`src/common/datamem_pkg.sv`:
```
package datamem_pkg;

    ////////////////////////////////////////////////////////////
    // Sizes
    ////////////////////////////////////////////////////////////

    // Bytes in one CPU or accelerator word
    localparam int WORD_BYTES = 4;

    // Bytes in one accelerator line read
    localparam int LINE_BYTES = 64;

    // Default address width, 64 KiB of bytes
    localparam int ADDR_W_DEFAULT = 16;

    ////////////////////////////////////////////////////////////
    // Request tags
    ////////////////////////////////////////////////////////////

    // Requester that owns a transfer
    // Rides along with the request through every stage
    typedef enum logic {
        PORT_CPU = 1'b0,
        PORT_ACC = 1'b1
    } port_e;

    // Access kind, picked by the arbiter from we and the port
    // Accelerator reads are always whole lines
    typedef enum logic [1:0] {
        KIND_WRITE     = 2'd0,
        KIND_READ_WORD = 2'd1,
        KIND_READ_LINE = 2'd2
    } kind_e;

endpackage

```
`src/design/datamem_check.sv`:
```
module datamem_check #(
    parameter int ADDR_W = datamem_pkg::ADDR_W_DEFAULT
) (
    input  logic                                  clk,
    input  logic                                  rst_n,
    // From the arbiter
    input  logic                                  s1_valid,
    input  datamem_pkg::port_e                    s1_port,
    input  datamem_pkg::kind_e                    s1_kind,
    input  logic [ADDR_W-1:0]                     s1_adr,
    input  logic [datamem_pkg::WORD_BYTES*8-1:0]  s1_dat_w,
    // To the array
    output logic                                  s2_valid,
    output datamem_pkg::port_e                    s2_port,
    output datamem_pkg::kind_e                    s2_kind,
    output logic [ADDR_W-1:0]                     s2_adr,
    output logic [datamem_pkg::WORD_BYTES*8-1:0]  s2_dat_w,
    output logic                                  s2_bad
);
    import datamem_pkg::*;

    // Last touched byte, one extra bit to catch the wrap
    logic [ADDR_W:0] last_byte;
    logic [ADDR_W:0] span;

    // Line reads cover 64 bytes, everything else 4
    assign span = (s1_kind == KIND_READ_LINE) ? (ADDR_W+1)'(LINE_BYTES - 1)
                                              : (ADDR_W+1)'(WORD_BYTES - 1);
    assign last_byte = {1'b0, s1_adr} + span;

    always_ff @(posedge clk or negedge rst_n) begin
        if (!rst_n) s2_valid <= 1'b0;
        else s2_valid <= s1_valid;
    end

    // Carry out means the access runs past the top of memory
    always_ff @(posedge clk) begin
        s2_port  <= s1_port;
        s2_kind  <= s1_kind;
        s2_adr   <= s1_adr;
        s2_dat_w <= s1_dat_w;
        s2_bad   <= last_byte[ADDR_W];
    end

    // Line reads only come from the accelerator side of the arbiter
    a_line_from_acc: assert property (@(posedge clk) disable iff (!rst_n)
        (s1_valid && s1_kind == KIND_READ_LINE) |-> (s1_port == PORT_ACC));

endmodule

```
`config.mk`:
```
export PLATFORM = sky130hd
export DESIGN_NAME = datamem_check
export DESIGN_NICKNAME = d
export VERILOG_FILES = /design/src/common/datamem_pkg.sv /design/src/design/datamem_check.sv
export SDC_FILE = /design/constraint.sdc
export NUM_CORES = 1
export LEC_CHECK = 0
export ABC_AREA = 1
export BUFFER_PORTS_ARGS = -buffer_cell sky130_fd_sc_hd__buf_2
export CORE_MARGIN = 2
export CORE_UTILIZATION = 35
export DETAILED_ROUTE_END_ITERATION = 16
export GPL_TIMING_DRIVEN = 0
export PLACE_DENSITY = 0.75
export SLEW_MARGIN = 20
export SYNTH_ARGS = -nofsm -noshare
export SYNTH_HDL_FRONTEND = slang
export SYNTH_SLANG_ARGS = --single-unit
```
`constraint.sdc`:
```
create_clock -name clk -period 1 [get_ports clk]
set_clock_uncertainty 0.2 [all_clocks]
set_input_delay 0.2 -clock clk [delete_from_list [all_inputs] [get_ports clk]]
set_output_delay 0.2 -clock clk [all_outputs]
set_load 0.005 [all_outputs]
```
# --- Word level (Yosys, flattened, before mapping) ---
# Index checks and enable logic that the tools add are counted.
# W data, S select, Z words.
word_totals:
  input_bits: 54
  reg_bits: 53
classes:
  eq_ne: 1
  n_mux: 1
  addsub: 1
op_table:
  columns: ["operator", "count"]
  rows:
  - ["$add A16 B6 Y17", 1]
  - ["$mux W6", 1]
  - ["$eq A2 B2 Y1 const B", 1]

# --- Logic depth before layout (Yosys ltp) ---
depth:
  ltp_word: 3
  ltp_mapped: 10
  depth_no_buf: 10

# --- Least setup slack after synthesis ---
# OpenSTA, ideal clock, no wires.
synth_timing:
  path_type: "input-to-reg"
  startpoint: "input port s1_kind[0]"
  endpoint: "register s2_bad"
  arrival_ns: 0.966
  setup_time_ns: 0.066
  cell_stages: 10
  slack_ns: -0.232
  t_required_ns: 0.734
  path_buffers: 0
  path_cell_list: "inv_1 nand2_2 inv_2 ha_1 inv_1 a21oi_1 nand2_1 nand2_1 nand2_1 a21oi_2"
synth_between:
  elab_chain_cells: 3
synth_lines:
  columns: ["element", "line", "text"]
  rows:
  - ["start, declared", "datamem_check.sv:9", "input datamem_pkg::kind_e s1_kind,"]
  - ["$eq A2 B2 Y1", "datamem_check.sv:27", "assign span = (s1_kind == KIND_READ_LINE) ? (ADDR_W+1)'(LINE_BYTES - 1)"]
  - ["$mux W6", "datamem_check.sv:27", null]
  - ["$add A16 B6 Y17", "datamem_check.sv:29", "assign last_byte = {1'b0, s1_adr} + span;"]
  - ["named net last_byte[16]", "datamem_check.sv:23", "logic [ADDR_W:0] last_byte;"]
  - ["end signal, assigned", "datamem_check.sv:42", "s2_bad <= last_byte[ADDR_W];"]
  - ["end, declared", "datamem_check.sv:18", "output logic s2_bad"]
# The timed path passes the listed nets, and every way through them passes these cells.

# --- Final worst setup path ---
layout_timing:
  startpoint: "register s2_valid"
  endpoint: "output port s2_valid"
layout_rtl:
  columns: ["element", "line", "text"]
  rows:
  - ["start, declared", "datamem_check.sv:13", "output logic s2_valid,"]
  - ["start signal, assigned", "datamem_check.sv:33", "else s2_valid <= s1_valid;"]
# No word-level cell between the ends.

==> run metrics <==
status finished, violations left; failing checks setup timing; Final Hold Fails 0; most common cell in the netlist dfxtp_1; DRT iter0 DRCs 35; Critical Path, Cell by Cell buf_2; met3 usage 9.64%; Layout area overhead 112%; Ys Warns 0; Final WS setup -0.296 ns; DPL Wire Length 2160 µm; CTS Root Cell clkbuf_4; average routed wire per standard cell 14.0 µm; Buf/Inv on CP 1; GP Congestion 0.727; synthesized cell area 1220 µm²; post-route ant nets 0; PD cells 1450 nW/µm²; Worst-path clk slew 0.15 ns; met2 Track Usage GR 37.6%; f_max 772 MHz; FP Rows 21; critical path's slowest cell dfrtp_1; share of layout cells above drive strength 1 55.3%; post-synth net total 141; Total Wirelength 4190 µm; # port buffers 106; core area 3340 µm²; gr busiest metal met2; vias 1,232; CP peak stage delay 0.41 ns; initial antenna violation count 0; Num CTS Buffers 5; Leak 0.00127 µW; deepest clock path buffer count 2; Tmin final 1.30 ns; Slew Limit Headroom 89.7%; final slew viol count 0; crit path capture type output port; grt total ovfl 0; die footprint 3980 µm²; vias in the first global route 1,231; Pre-antenna DRT Iters 4; Die Height 63.1 µm; RSZ-0062 raised after global routing true; peak supply drop 0.942 mV; tightest hold margin 0.0132 ns; Worst Path Class, Setup flop to output port; Synth top cells by count dfxtp_1, nand2_1, inv_1; # diodes 0; Synth async-reset ratio 1.89%; Post-Synthesis Cells 85; first-pass GRT wire length 6100 µm; Worst-Margin Slew 0.154 ns; largest net degree at the start of global routing 17; DRC 0; CTS tree built; I/O Pins 107; dominant cell type by area after synthesis dfxtp_1; post-synth top area share 85.2%; Via density 4.12; CP Launch Type flop; nets@finish 308; met1 Resource Use GR 21.2%; Setup Viol. Count Final 54; Worst EP required 0.60 ns; stages on the worst setup path 1; Starting Density 36.6%; Hold Crit Depth 5; Synth Register Bits 53; peak fanout along the critical path 1; MaxCap Viol Count 0; synth unique cells 13; sequential area share after synthesis 87.3%; Post-synth EDFFs 0; most area-consuming cells after synthesis dfxtp_1, nand2_1, inv_1; CP top delay family flip-flops; Tot GR Track Use 20.5%; H-tree Lvls 2; final core utilization 77.5%; die extent in x 63.1 µm; WP data arrival 0.90 ns; Clock Sink Count 53; share of the clock period used by the worst path 130%; HP Class primary input to flop; main flop type after synthesis dfxtp_1; Avg Inst Size Synth 14.4 µm²
-- kinds of logic (layout without fill, tap and decap cells) --
kind of cell | after synthesis | after routing | synth area share [%]
DFF | 53 | 53 | 87.3
and+or+nand+nor | 18 | 18 | 6.35
buffers and inverters | 9 | 177 | 2.77
AOI/OAI and AO/OA | 3 | 3 | 1.54
adders and majority gates | 2 | 2 | 2.05
-- registers in the layout, summed over array words and instances, names as in the netlist --
register,flops
s2_dat_w,32
s2_adr,16
s2_kind,2
s2_bad,1
s2_port,1
s2_valid,1
-- final timing paths --
kind	startpoint	to	slack (ns)
min in group asynchronous	rst_n	s2_valid$_DFF_PN0_	0.47
max in group asynchronous	rst_n	s2_valid$_DFF_PN0_	0.02
min	s1_adr[14]	s2_bad$_DFF_P_	0.01
max	s2_valid$_DFF_PN0_	s2_valid	-0.30
-- final cells by class --
class	count	area [µm²]
timing repair buffer	160	1170
sequential	53	1090
fill	222	751
multi-input combinational	23	151
tap	46	57.6
clock buffer	7	55.1
inverter	9	51.3
clock inverter	1	7.51
-- through the flow --
| stage | std cells | total power (µW) | setup slack [ns] | area [µm²] | setup TNS (ns) |
|---|---|---|---|---|---|
| floorplan | 85 | 2370 | -0.196 | 1270 | -0.196 |
| global placement | 237 | 2580 | -0.435 | 1850 | -0.435 |
| detailed placement | 237 | 2590 | -0.450 | 1850 | -0.450 |
| CTS | 299 | 3680 | -0.272 | 2470 | -10.86 |
| global route | 299 | 3950 | -0.358 | 2590 | -14.11 |
| finish | 299 | 3760 | -0.296 | 2590 | -10.70 |
-- where the power goes --
part	leakage, µW	internal [µW]	switching [µW]
clock network	0.0000315	346	627
registers	0.000450	2230	38.3
logic	0.000788	345	173
-- cell usage in the layout, fill, tap and decap left out, drive strengths merged --
| cell type | count |
|---|---|
| buf | 106 |
| dlygate4sd3 | 54 |
| dfxtp | 52 |
| nand2 | 12 |
| inv | 9 |
| clkbuf | 7 |
| nor2 | 3 |
| a21oi | 2 |
| nand3 | 2 |
| ha | 2 |
| o21ai | 1 |
| nand4 | 1 |
| clkinvlp | 1 |
| dfrtp | 1 |
-- per-layer routing --
metal	vias up	share of wire, %
met3	4	8.6
met4	0	0.60
li1	592	-
met5	-	0
met1	565	37
met2	71	54
-- repair_timing --
action | in CTS | in global routing
hold buffers | 54 | 3
setup endpoints to repair | 54 | 54
hold endpoints to repair | 54 | 4
gates resized for setup | 7 | 32
pin swaps | 0 | 6
buffers inserted | 0 | 0
Power figures use the tool's default switching activity.
