<file path="config.mk">
export PLATFORM = sky130hd
export DESIGN_NAME = datamem_response
export DESIGN_NICKNAME = d
export VERILOG_FILES = /design/src/common/datamem_pkg.sv /design/src/design/datamem_response.sv
export SDC_FILE = /design/constraint.sdc
export NUM_CORES = 1
export LEC_CHECK = 0
export BUFFER_PORTS_ARGS = -buffer_cell sky130_fd_sc_hd__buf_4
export CORE_AREA = 10 10 403 405
export DETAILED_ROUTE_END_ITERATION = 10
export DIE_AREA = 0 0 413 415
export GPL_TIMING_DRIVEN = 0
export PLACE_DENSITY = 0.38
export SLEW_MARGIN = 25
export SYNTH_ARGS = -nofsm -noshare
export SYNTH_HDL_FRONTEND = slang
export SYNTH_SLANG_ARGS = --single-unit
export TNS_END_PERCENT = 5
</file>
<file path="constraint.sdc">
create_clock -name clk -period 0.8 [get_ports clk]
set_input_delay 0.08 -clock clk [delete_from_list [all_inputs] [get_ports clk]]
set_output_delay 0.08 -clock clk [all_outputs]
set_load 0.005 [all_outputs]
</file>
<file path="src/common/datamem_pkg.sv">
package datamem_pkg;

    ////////////////////////////////////////////////////////////
    // Sizes
    ////////////////////////////////////////////////////////////

    // Bytes in one CPU or accelerator word
    localparam int WORD_BYTES = 4;

    // Bytes in one accelerator line read
    localparam int LINE_BYTES = 64;

    // Default address width, 64 KiB of bytes
    localparam int ADDR_W_DEFAULT = 16;

    ////////////////////////////////////////////////////////////
    // Request tags
    ////////////////////////////////////////////////////////////

    // Requester that owns a transfer
    // Rides along with the request through every stage
    typedef enum logic {
        PORT_CPU = 1'b0,
        PORT_ACC = 1'b1
    } port_e;

    // Access kind, picked by the arbiter from we and the port
    // Accelerator reads are always whole lines
    typedef enum logic [1:0] {
        KIND_WRITE     = 2'd0,
        KIND_READ_WORD = 2'd1,
        KIND_READ_LINE = 2'd2
    } kind_e;

endpackage

</file>
<file path="src/design/datamem_response.sv">
module datamem_response (
    input  logic                                  clk,
    input  logic                                  rst_n,
    // From the array
    input  logic                                  s3_valid,
    input  datamem_pkg::port_e                    s3_port,
    input  logic                                  s3_bad,
    input  logic [datamem_pkg::LINE_BYTES*8-1:0]  s3_rd_line,
    // CPU Wishbone response side
    output logic [datamem_pkg::WORD_BYTES*8-1:0]  cpu_dat_r,
    output logic                                  cpu_ack,
    output logic                                  cpu_err,
    // Accelerator Wishbone response side
    output logic [datamem_pkg::LINE_BYTES*8-1:0]  acc_dat_r,
    output logic                                  acc_ack,
    output logic                                  acc_err,
    // Slot release back to the arbiter
    output logic                                  free_cpu,
    output logic                                  free_acc
);
    import datamem_pkg::*;

    // Which port the finishing request belongs to
    logic to_cpu;
    logic to_acc;

    assign to_cpu = s3_valid && (s3_port == PORT_CPU);
    assign to_acc = s3_valid && (s3_port == PORT_ACC);

    ////////////////////////////////////////////////////////////
    // Wishbone termination
    ////////////////////////////////////////////////////////////

    always_ff @(posedge clk or negedge rst_n) begin
        if (!rst_n) begin
            cpu_ack   <= 1'b0;
            cpu_err   <= 1'b0;
            acc_ack   <= 1'b0;
            acc_err   <= 1'b0;
            cpu_dat_r <= '0;
            acc_dat_r <= '0;
        end else begin
            // Exactly one of ack or err, for one cycle
            cpu_ack <= to_cpu && !s3_bad;
            cpu_err <= to_cpu && s3_bad;
            acc_ack <= to_acc && !s3_bad;
            acc_err <= to_acc && s3_bad;
            // Read data held until that port's next response
            // CPU takes the low word only
            if (to_cpu) cpu_dat_r <= s3_bad ? '0 : s3_rd_line[WORD_BYTES*8-1:0];
            if (to_acc) acc_dat_r <= s3_bad ? '0 : s3_rd_line;
        end
    end

    // Slot frees in the same cycle as the termination
    assign free_cpu = cpu_ack || cpu_err;
    assign free_acc = acc_ack || acc_err;

    // One-cycle termination, never both at once
    a_cpu_term: assert property (@(posedge clk) disable iff (!rst_n)
        (cpu_ack || cpu_err) |-> !(cpu_ack && cpu_err) ##1 !(cpu_ack || cpu_err));
    a_acc_term: assert property (@(posedge clk) disable iff (!rst_n)
        (acc_ack || acc_err) |-> !(acc_ack && acc_err) ##1 !(acc_ack || acc_err));

endmodule

</file>
== Word-level counts from Yosys, hierarchy flattened ==
Index checks and enable logic that the tools add are counted.
Widths: inputs -> output; s select.

* Logic and storage cells: 18
* Bits of input ports: 517
* Register bits after elaboration: 548
* Output and inout port bits: 550

* Reductions and logical operators: 9
* Mux-type cells: 2
* Bitwise logic cells: 1

{| class="wikitable"
|+ Operators by type and width
! kind !! count
|-
| $mux 512 || 1
|-
| $mux 32 || 1
|-
| $logic_and 1x1->1 || 6
|-
| $logic_or 1x1->1 || 2
|-
| $logic_not 1->1 || 1
|-
| $not 1->1 || 1
|}

== Depth between registers and ports, before layout ==
* Word-level depth: 3
* Gate-level depth with buffers: 6
* Depth with buffers taken out: 2

== Worst setup path after synthesis ==
No wires, ideal clock.

* Path type: input to register
* Start point: input port s3_valid
* End point: register cpu_dat_r[0] (netlist name)
* Path buffers: 3
* Stages: 5
* Required time: 0.675 ns
* Path slack: -0.292 ns
* Data arrival time: 0.968 ns
* Library setup time: 0.125 ns
* Cell sequence: buf_2 > nor2b_1 > buf_2 > buf_4 > mux2_2

* Cells in the longest elaborated chain, start to end: 1

{| class="wikitable"
|+ Ends and longest elaborated chain
! item !! RTL line !! text
|-
| from (decl) || datamem_response.sv:5 || <nowiki>input logic s3_valid,</nowiki>
|-
| $logic_and 1x1->1 || datamem_response.sv:27 || <nowiki>assign to_cpu = s3_valid && (s3_port == PORT_CPU);</nowiki>
|-
| to (signal assigned) || datamem_response.sv:50 || <nowiki>if (to_cpu) cpu_dat_r <= s3_bad ? '0 : s3_rd_line[WORD_BYTES*8-1:0];</nowiki>
|-
| to (decl) || datamem_response.sv:10 || <nowiki>output logic [datamem_pkg::WORD_BYTES*8-1:0] cpu_dat_r,</nowiki>
|}

No other way between the ends.
A chain may end at the register's enable or synchronous reset.

== Worst setup path after layout ==
* Start point: register acc_ack
* End point: output port free_acc

* Cells in the longest elaborated chain, start to end: 1

{| class="wikitable"
|+ Ends and longest elaborated chain
! item !! RTL line !! text
|-
| from (decl) || datamem_response.sv:15 || <nowiki>output logic acc_ack,</nowiki>
|-
| from (signal assigned) || datamem_response.sv:46 || <nowiki>acc_ack <= to_acc && !s3_bad;</nowiki>
|-
| $logic_or 1x1->1 || datamem_response.sv:57 || <nowiki>assign free_acc = acc_ack || acc_err;</nowiki>
|-
| to (decl) || datamem_response.sv:19 || <nowiki>output logic free_acc</nowiki>
|}

No other way between the ends.

==> out/qor.txt <==
status -> finished, violations left
failing checks -> hold timing, setup timing
Clock Pin Slew Worst Setup and Hold Paths -> 60 ps
final hold slack -> -738 ps
FILL cells -> 16386
IO buf count -> 1063
Initial Utilization -> 0.157
Max Cap Viol -> 0
Area growth syn-to-layout -> 87.5%
Synth Area in Adders -> 0
Initial DRC Count -> 1353
Final Util -> 0.294
worst path bufs/invs -> 1
CP Capture Type -> output port
clock skew -> 0 ps
r2r worst-path depth -> 4
RSZ-0062 raised after global routing -> true
clock sink count -> 548
CTS Root Cell -> clkbuf_16
routed wire length -> 149 mm
Distinct cells, synth -> 16
Least-Margin Pin Slew -> 926 ps
CP Max Fanout -> 2
CTS tree -> built
# DRC -> 0
Tcrit/Tclk final -> 1.95
Die X -> 413 um
clock latency on the worst-skew pair -> 680 ps
placer congestion estimate -> 0.816
critical path's top delay family -> flip-flops
mux cell area share after synthesis -> 0.0299
Post-Syn Nets -> 2835
power per standard cell area -> 2010 nW/um^2
hold buffers post-CTS -> 512
max-slew violations -> 0
CTS H-tree depth -> 3
Die Ht -> 415 um
worst setup margin -> -761 ps
xor/xnor cell area share of the yosys netlist -> 0
simple-gate area share of the yosys netlist -> 0.185
Cell Area, Synth -> 24100 sq um
maximum number of pins on one net before global-route repair -> 76
register bit count reported by yosys -> 548
leakage dissipation -> 0.0203 uW
Crit Path Category -> flip-flop to output port
final antenna-violating net count -> 0
hpwl dp -> 116 mm
IR drop worst, VDD -> 1.54 mV
Tot GR Track Use -> 0.166
Final Net Count -> 4514
Final Setup Violations -> 910
final std cells w/o fill -> 6111
post-synthesis compound-gate area fraction -> 0.0997
syn avg cell area -> 10.4 sq um
Die Area -> 171000 sq um
CP arrival -> 1480 ps
clock buffer count from CTS -> 78
total gr overflow -> 0
RR Endpoint -> acc_dat_r[332]
worst r2r src -> acc_dat_r[332]
crit start category -> flip-flop
fmax -> 640 MHz
Cells after DPL -> 5432
Hold Crit Class -> input pin to async pin
drt first pass iters -> 5
# rows -> 144
Max clock buf depth -> 3
main combinational cell family by area after synthesis -> simple AND/OR/NAND/NOR gates
Final Hold Viols -> 185
Ports -> 1067
worst path cell trace -> or2_4 > buf_6
vias per inst -> 4.02
slowest cell on the critical path -> dfrtp_2
number of global-route vias before repair -> 26631
synthesized instance count -> 2318
Slew Limit Headroom -> 0.383
register area share after synthesis -> 0.569
post-route minimum period -> 1560 ps
R2R Setup Slk -> -170 ps
first-pass GRT wire length -> 207 mm
initial antenna violation count -> 17
worst endpoint required time -> 720 ps
share of cells above drive strength 1 -> 0.346
max incr delay on CP -> 460 ps
area of the core -> 154000 sq um
total vias in the final route -> 24548
Yosys warning total -> 0
drt wl/cell -> 24.3 um
[kinds of logic (layout without fill, tap and decap cells)]
kind of cell,after synthesis,after routing
buffers and inverters,706,2444
flip-flops,548,548
AND/OR/NAND/NOR,520,520
AO/OA/AOI/OAI,480,480
multiplexers,64,64
other,0,11
[how the worst max path moves through the flow]
stage / from / endpoint / slack (ps) / cells after the start
final: acc_ack / free_acc / -760 / 2
after global placement: rst_n / acc_dat_r[236] / -7640 / 1
after CTS: acc_ack / free_acc / -870 / 2
after detailed placement: s3_bad / acc_dat_r[293] / -1550 / 5
after floorplan: s3_port / cpu_dat_r[0] / -220 / 5
after global routing: acc_ack / free_acc / -850 / 2
[layer usage]
metal  vias up  track usage  share of wire
met3       168       0.0507          0.076
li1      11279            -              -
met1     12277        0.197           0.40
met5         -            0              0
met4         0       0.0499          0.026
met2       824        0.286           0.50
[synth_stat cells]
cell      instances  area share
o21ai_0         350       0.073
nand4b_1        480        0.17
and3_1            1     0.00026
and2b_1           6      0.0019
buf_6             6      0.0028
buf_4             8      0.0025
buf_2            53       0.011
inv_1           480       0.075
and2_1            2     0.00052
clkbuf_1        120       0.019
mux2_2           64       0.030
buf_1            39      0.0061
or2_2             2     0.00052
o21ai_1         130       0.027
nor2b_1          29      0.0075
dfrtp_1         548        0.57
[layout by cell type, fill, tap and decap left out]
| master | n |
|---|---|
| o21ai_1 | 132 |
| clkinv_8 | 2 |
| clkinv_2 | 7 |
| buf_16 | 8 |
| mux2_2 | 36 |
| o21ai_0 | 348 |
| nand4b_1 | 480 |
| buf_4 | 540 |
| inv_1 | 480 |
| diode_2 | 11 |
| inv_16 | 1 |
| nor2b_1 | 29 |
| clkinv_16 | 3 |
| and2_1 | 2 |
| and3_1 | 1 |
| clkbuf_8 | 21 |
| buf_2 | 36 |
| mux2_4 | 28 |
| clkbuf_4 | 10 |
| dlygate4sd3_1 | 512 |
| clkbuf_1 | 102 |
| inv_6 | 2 |
| dfrtp_2 | 14 |
| buf_6 | 561 |
| or2_4 | 2 |
| buf_8 | 5 |
| dfrtp_1 | 534 |
| and2b_1 | 6 |
| clkbuf_16 | 79 |
| clkbuf_2 | 40 |
| buf_1 | 27 |
| clkinvlp_4 | 3 |
| bufinv_16 | 5 |
[what timing repair did]
action,CTS,global route
endpoints found under the setup margin,1244,1236
pin swaps,0,0
endpoints found under the hold margin,729,185
buffers inserted,12,5
resized for setup,575,112
[area by class of cell]
cell class / instances / area (sq um) / share of cell area
Antenna cell: 11 / 27.5 / 0.000609
Buffer: 226 / 1170 / 0.0259
Clock buffer: 116 / 2320 / 0.0513
Clock inverter: 23 / 368 / 0.00814
Inverter: 480 / 1800 / 0.0399
Multi-Input combinational cell: 1064 / 7690 / 0.170
Sequential cell: 548 / 13700 / 0.304
Tap cell: 2044 / 2560 / 0.0566
Timing Repair Buffer: 1599 / 15500 / 0.343
[power by group]
part	switching, uW	leakage [uW]	internal (uW)	total [uW]
clock	15100	0.00130	21800	37000
combinational	8910	0.0119	11400	20300
sequential	2480	0.00711	30900	33300
total	26500	0.0203	64100	90700
[per-stage QoR]
step                      setup TNS (ps)  power [uW]  hold slack [ps]  setup slack, ps  cell area (sq um)
after floorplan                   -87060       37500             -216             -219              24200
after global placement          -4565780       49400              334            -7640              34800
after detailed placement         -770230       49500             40.7            -1550              35000
after CTS                        -411920       92400             -754             -874              45000
after global routing             -376410       95000             -776             -848              45200
final                            -286400       90700             -738             -761              45200
[state kept, by name, indices dropped and copies added, names as in the netlist]
register	cells
acc_ack	1
acc_dat_r	512
acc_err	1
cpu_ack	1
cpu_dat_r	32
cpu_err	1
[worst register-to-register path, delay by kind of cell (launching register included)]
kind                   cells  cell delay [ps]
DFF                        1              440
buffers and inverters      3              320
AOI/OAI and AO/OA          1               80
Power figures use the tool's default switching activity.
