## config.mk

```make
export PLATFORM = sky130hd
export DESIGN_NAME = datamem_arbiter
export DESIGN_NICKNAME = d
export VERILOG_FILES = /design/src/common/datamem_pkg.sv /design/src/design/datamem_arbiter.sv
export SDC_FILE = /design/constraint.sdc
export NUM_CORES = 1
export LEC_CHECK = 0
export BUFFER_PORTS_ARGS = -buffer_cell sky130_fd_sc_hd__buf_2
export CORE_ASPECT_RATIO = 1.25
export CORE_MARGIN = 2
export CORE_UTILIZATION = 44
export DETAILED_ROUTE_END_ITERATION = 12
export PLACE_DENSITY_LB_ADDON = 0.2
export SLEW_MARGIN = 20
export SYNTH_ARGS = -nofsm -noshare
export SYNTH_HDL_FRONTEND = slang
export SYNTH_SLANG_ARGS = --single-unit
```

## constraint.sdc

```tcl
create_clock -name clk -period 4.1 [get_ports clk]
set_input_delay 0.41 -clock clk [delete_from_list [all_inputs] [get_ports clk]]
set_output_delay 0.41 -clock clk [all_outputs]
set_load 0.02 [all_outputs]
```

## src/common/datamem_pkg.sv

```systemverilog
package datamem_pkg;

    ////////////////////////////////////////////////////////////
    // Sizes
    ////////////////////////////////////////////////////////////

    // Bytes in one CPU or accelerator word
    localparam int WORD_BYTES = 4;

    // Bytes in one accelerator line read
    localparam int LINE_BYTES = 64;

    // Default address width, 64 KiB of bytes
    localparam int ADDR_W_DEFAULT = 16;

    ////////////////////////////////////////////////////////////
    // Request tags
    ////////////////////////////////////////////////////////////

    // Requester that owns a transfer
    // Rides along with the request through every stage
    typedef enum logic {
        PORT_CPU = 1'b0,
        PORT_ACC = 1'b1
    } port_e;

    // Access kind, picked by the arbiter from we and the port
    // Accelerator reads are always whole lines
    typedef enum logic [1:0] {
        KIND_WRITE     = 2'd0,
        KIND_READ_WORD = 2'd1,
        KIND_READ_LINE = 2'd2
    } kind_e;

endpackage

```

## src/design/datamem_arbiter.sv

```systemverilog
module datamem_arbiter #(
    parameter int ADDR_W = datamem_pkg::ADDR_W_DEFAULT
) (
    input  logic                                  clk,
    input  logic                                  rst_n,
    // CPU Wishbone request side
    input  logic                                  cpu_cyc,
    input  logic                                  cpu_stb,
    input  logic                                  cpu_we,
    input  logic [ADDR_W-1:0]                     cpu_adr,
    input  logic [datamem_pkg::WORD_BYTES*8-1:0]  cpu_dat_w,
    // Accelerator Wishbone request side
    input  logic                                  acc_cyc,
    input  logic                                  acc_stb,
    input  logic                                  acc_we,
    input  logic [ADDR_W-1:0]                     acc_adr,
    input  logic [datamem_pkg::WORD_BYTES*8-1:0]  acc_dat_w,
    // Release pulses from the response stage
    input  logic                                  free_cpu,
    input  logic                                  free_acc,
    // Stage 1 output register
    output logic                                  s1_valid,
    output datamem_pkg::port_e                    s1_port,
    output datamem_pkg::kind_e                    s1_kind,
    output logic [ADDR_W-1:0]                     s1_adr,
    output logic [datamem_pkg::WORD_BYTES*8-1:0]  s1_dat_w
);
    import datamem_pkg::*;

    // One request in flight per port
    logic cpu_busy;
    logic acc_busy;
    logic grant_cpu;
    logic grant_acc;

    // CPU wins a tie, accelerator follows next edge
    // Busy alone blocks, so the stb still held in the ack cycle is not taken again
    assign grant_cpu = cpu_cyc && cpu_stb && !cpu_busy;
    assign grant_acc = acc_cyc && acc_stb && !acc_busy && !grant_cpu;

    ////////////////////////////////////////////////////////////
    // In-flight tracking
    ////////////////////////////////////////////////////////////

    always_ff @(posedge clk or negedge rst_n) begin
        if (!rst_n) begin
            cpu_busy <= 1'b0;
            acc_busy <= 1'b0;
        end else begin
            // Grant and free never meet on one port
            if (grant_cpu) cpu_busy <= 1'b1;
            else if (free_cpu) cpu_busy <= 1'b0;
            if (grant_acc) acc_busy <= 1'b1;
            else if (free_acc) acc_busy <= 1'b0;
        end
    end

    ////////////////////////////////////////////////////////////
    // Stage 1 register
    ////////////////////////////////////////////////////////////

    always_ff @(posedge clk or negedge rst_n) begin
        if (!rst_n) s1_valid <= 1'b0;
        else s1_valid <= grant_cpu || grant_acc;
    end

    // Request fields, only meaningful with s1_valid
    always_ff @(posedge clk) begin
        if (grant_cpu) begin
            s1_port  <= PORT_CPU;
            s1_kind  <= cpu_we ? KIND_WRITE : KIND_READ_WORD;
            s1_adr   <= cpu_adr;
            s1_dat_w <= cpu_dat_w;
        end else if (grant_acc) begin
            s1_port  <= PORT_ACC;
            s1_kind  <= acc_we ? KIND_WRITE : KIND_READ_LINE;
            s1_adr   <= acc_adr;
            s1_dat_w <= acc_dat_w;
        end
    end

    // Never two grants in one cycle
    a_one_grant: assert property (@(posedge clk) disable iff (!rst_n)
        !(grant_cpu && grant_acc));

endmodule

```

# Word level (Yosys, flattened, before mapping)

Index checks and enable logic that the tools add are counted.

Reduce and logical (&&, ||, !) cells: 12
Mux-type cells: 12

Operators by type and width:

| kind                | count |
|---|---|
| $mux W32            | 2 |
| $mux W16            | 2 |
| $mux W2             | 3 |
| $reduce_bool A2 Y1  | 3 |
| $logic_and A1 B1 Y1 | 5 |
| $mux W1             | 5 |
| $logic_not A1 Y1    | 3 |
| $logic_or A1 B1 Y1  | 1 |

Register bits after elaboration: 54

# Longest topological paths before layout

Depth after elaboration: 6
Depth in mapped cells: 3
Gate-level depth less buffers: 2

# Worst setup path before layout

Ideal clock, no wire load.

Kind: register -> register
From: reg cpu_busy
To: reg s1_adr[0], enable pin
Data required time: 3.691 ns
Cell stages (with the launch flop): 4
Clock period less this slack: 2.255 ns
Data arrival time: 1.845 ns
Slack: 1.845 ns
Buffers on the path: 1
Cells stage by stage: dfrtp_1 -> nand3b_4 -> clkbuf_8 -> nand2_1

Word-level cells in the longest chain between the ends: 5

Ends and longest elaborated chain:

| what                                    | line                  | text |
|---|---|---|
| start: declaration                      | datamem_arbiter.sv:31 | `logic cpu_busy;` |
| start signal: assignment                | datamem_arbiter.sv:47 | `cpu_busy <= 1'b0;` |
| start signal: assignment                | datamem_arbiter.sv:51 | `if (grant_cpu) cpu_busy <= 1'b1;` |
| start signal: assignment                | datamem_arbiter.sv:52 | `else if (free_cpu) cpu_busy <= 1'b0;` |
| $logic_not A1 Y1 (*)                    | datamem_arbiter.sv:38 | `assign grant_cpu = cpu_cyc && cpu_stb && !cpu_busy;` |
| $logic_and A1 B1 Y1 (*)                 | datamem_arbiter.sv:38 |  |
| $logic_not A1 Y1                        | datamem_arbiter.sv:39 | `assign grant_acc = acc_cyc && acc_stb && !acc_busy && !grant_cpu;` |
| $logic_and A1 B1 Y1                     | datamem_arbiter.sv:39 |  |
| $reduce_bool A2 Y1 (no source line) (*) | -                     |  |
| end signal: assignment                  | datamem_arbiter.sv:72 | `s1_adr <= cpu_adr;` |
| end signal: assignment                  | datamem_arbiter.sv:77 | `s1_adr <= acc_adr;` |
| end: declaration                        | datamem_arbiter.sv:25 | `output logic [ADDR_W-1:0] s1_adr,` |

Mark *: on every way between the ends. The rest lies on a longest branch, timed or not.
A chain may end at the register's enable or synchronous reset.

# Worst setup path after layout

From: reg cpu_busy
To: reg s1_dat_w[21] in the netlist's numbering, enable pin

Word-level cells in the longest chain between the ends: 5

Ends and longest elaborated chain:

| what                                    | line                  | text |
|---|---|---|
| $logic_not A1 Y1 (*)                    | datamem_arbiter.sv:38 |  |
| $logic_and A1 B1 Y1 (*)                 | datamem_arbiter.sv:38 |  |
| $logic_not A1 Y1                        | datamem_arbiter.sv:39 |  |
| $logic_and A1 B1 Y1                     | datamem_arbiter.sv:39 |  |
| $reduce_bool A2 Y1 (no source line) (*) | -                     |  |
| end signal: assignment                  | datamem_arbiter.sv:73 | `s1_dat_w <= cpu_dat_w;` |
| end signal: assignment                  | datamem_arbiter.sv:78 | `s1_dat_w <= acc_dat_w;` |
| end: declaration                        | datamem_arbiter.sv:26 | `output logic [datamem_pkg::WORD_BYTES*8-1:0] s1_dat_w` |

Marked as above.

==> impl_metrics.tcl <==
set metrics [dict create \
    num_antenna_cells 0 \
    r2r-end "s1_dat_w[21]" \
    rr_worst_depth 3 \
    hpwl_um 3569 \
    cts_buffers 5 \
    drive_gt1_share_pct 76.51 \
    grt_max_degree 52 \
    clkPwrFrac_pct 23.1 \
    cts-root-buf "clkbuf_8" \
    place_area_um2 3102 \
    ys_warn_count 0 \
    dr.pass1.iters 3 \
    powerDensity_nw_per_um2 373.1 \
    postCtsSetupBuffers 0 \
    crit_path_end_kind "flip-flop" \
    num_rows 29 \
    clock_path_buffers 2 \
    seq_power_share_pct 56.8 \
    drv_cap 0 \
    final.period_utilization_pct 62.03 \
    drc 0 \
    drt_iter0_drc 41 \
    ios 158 \
    wl_um 4585 \
    syn_area_um2 2297 \
    die_area_um2 5818 \
    synth_seq_cells 54 \
    worstMarginPinSlew_ns 0.7021 \
    wl_per_cell_um 13.37 \
    stdcell_area_um2 3193 \
    die_w_um 68.63 \
    antenna_left 0 \
    path_max_fanout 51 \
    vias 1581 \
    coreArea_um2 5044 \
    path_class "flip-flop to flip-flop" \
    seq_area_frac_synth_pct 69.50 \
    internal-power_uw 892.3 \
    syn-num-nets 225 \
    synthTopCellsByArea "edfxtp_1, mux2_2, dfrtp_1" \
    cts_tree "built" \
    switching_share_pct 25.10 \
    fin_nets 386 \
    status "completed" \
    hold_end "cpu_busy" \
    antenna_found_initial 0 \
    overflow 0 \
    min_from "free_cpu" \
    gp_congestion 0.7199 \
    synth_edf_count 50 \
    area_growth_pct 39.00 \
    clk-insertion-delay-late_ns 0.30 \
    rsz0062_at_grt "no" \
    worstHoldPathType "primary input to flip-flop" \
    grt_usage_pct 15.87 \
    peakVddDrop_mv 0.2835 \
    setup_tns_ns 0 \
    hold_viol 0 \
    avgSynthCellArea_um2 19.30 \
    async_reset_ff_share_pct 5.556 \
    crit_required_ns 4.08 \
    synth-main-ff-cell "edfxtp_1" \
    synth_cell_types 15 \
    combPwrFrac_pct 20.1 \
    yosys.area.top_type_share_pct 65.36 \
    initial_core_util_pct 45.55 \
    hold_depth 2 \
    grt_pass1_wl_um 6720 \
    p_sw_uw 298.9 \
    drt-vias-per-instance 4.609 \
    synth_top_area_cell "edfxtp_1" \
    r2r-start "cpu_busy" \
    fmax_mhz 393.2 \
    worstPathArrival_ns 2.53 \
    maxSlewViolCount 0 \
    slew_headroom_pct 53.19 \
    r2r_slack_ns 1.56 \
    htree_levels 2 \
    clk_pin_slew_ns 0.09 \
    grt_pass1_vias 1542 \
    p_leak_uw 0.001461 \
    period_needed_ns 2.543 \
    cp-start-kind "flip-flop" \
    yosysMostFrequentCell "edfxtp_1" \
    die-height_um 84.79 \
    finalSetupViolations 0 \
    syn_inst 119 \
    synth_common_cells "edfxtp_1, mux2_2, clkbuf_8, mux2_4" \
    port_buffers 157 \
    cts.sinks 54 \
    clock-skew-final_ns 0.008205 \
]
==> flip-flops by register name, summed over array words and instances (netlist names) <==
| name | count |
|---|---|
| s1_kind | 2 |
| s1_valid | 1 |
| s1_dat_w | 32 |
| cpu_busy | 1 |
| s1_port | 1 |
| acc_busy | 1 |
| s1_adr | 16 |
==> kinds of logic after synthesis <==
| group | synth area share (%) |
|---|---|
| buf+inv | 3.486 |
| compound gates | 0.7078 |
| flops | 69.50 |
| mux | 24.18 |
| simple gates | 2.124 |
==> power by group through the flow <==
stage	Clock (µW)	Combinational, µW	Sequential (µW)
2_1_floorplan	0	82.6	752
3_3_place_gp	0	239	688
3_5_place_dp	0	243	689
4_1_cts	281	245	677
5_1_grt	303	261	681
6_report	275	240	676
==> how the worst max path moves through the flow <==
stage | cells past startpoint | end | startpoint | slack, ns
after floorplan | 3 | s1_adr[0] | cpu_busy | 1.85
after global placement | 4 | s1_adr[2] | cpu_cyc | 1.53
after detailed placement | 4 | s1_adr[4] | cpu_cyc | 1.43
after CTS | 3 | s1_dat_w[22] | cpu_busy | 1.48
after global routing | 3 | s1_dat_w[0] | cpu_busy | 1.33
final | 3 | s1_dat_w[21] | cpu_busy | 1.56
==> layout by cell type, fill, tap and decap left out, drive strengths merged <==
cell | synthesis | layout
o21ai | 1 | 1
dlygate4sd3 | 0 | 1
mux2 | 48 | 48
and3b | 1 | 1
a21oi | 1 | 1
clkbuf | 5 | 6
dfxtp | 1 | 1
edfxtp | 50 | 50
o22ai | 1 | 1
dfrtp | 3 | 3
nand2 | 1 | 1
clkinv | 0 | 2
nor2 | 2 | 2
buf | 0 | 158
inv | 3 | 3
nand3b | 2 | 2
==> metrics by stage <==
step / power, µW / setup WS, ns / util [%] / hold slack (ns) / std cells
global route: 1245 / 1.326 / 63.31 / 0.2666 / 343
detailed placement: 932.4 / 1.435 / 61.50 / 0.2119 / 334
finish: 1191 / 1.557 / 63.31 / 0.2805 / 343
global placement: 927.5 / 1.525 / 61.50 / 0.2114 / 334
floorplan: 834.1 / 1.845 / - / 0.1144 / 119
CTS: 1203 / 1.485 / 63.31 / 0.2750 / 343
==> per-layer routing <==
layer / GRT usage [%] / routed length, µm
met5: 0 / 0
met4: 4.364 / 51
met3: 6.166 / 509
met2: 29.46 / 2432
met1: 15.57 / 1591
==> critical path: stages (launching register included) <==
cell	delay, ns
dfrtp_1	0.40
nand3b_4	0.62
nand2_2	0.79
buf_4	0.40
==> layout make-up <==
type / count / area [µm²]
sequential: 54 / 1597
inverter: 3 / 11.26
fill: 407 / 1851
multi-input combinational: 57 / 623.1
timing repair buffer: 159 / 803.3
clock buffer: 6 / 72.57
tap: 62 / 77.57
clock inverter: 2 / 8.758
==> what timing repair did <==
item / in CTS / in global routing
endpoints found under the hold margin: 3 / 0
resized for setup: 0 / 0
hold buffers: 1 / 0
No activity file was read; power rests on OpenSTA's default activity.
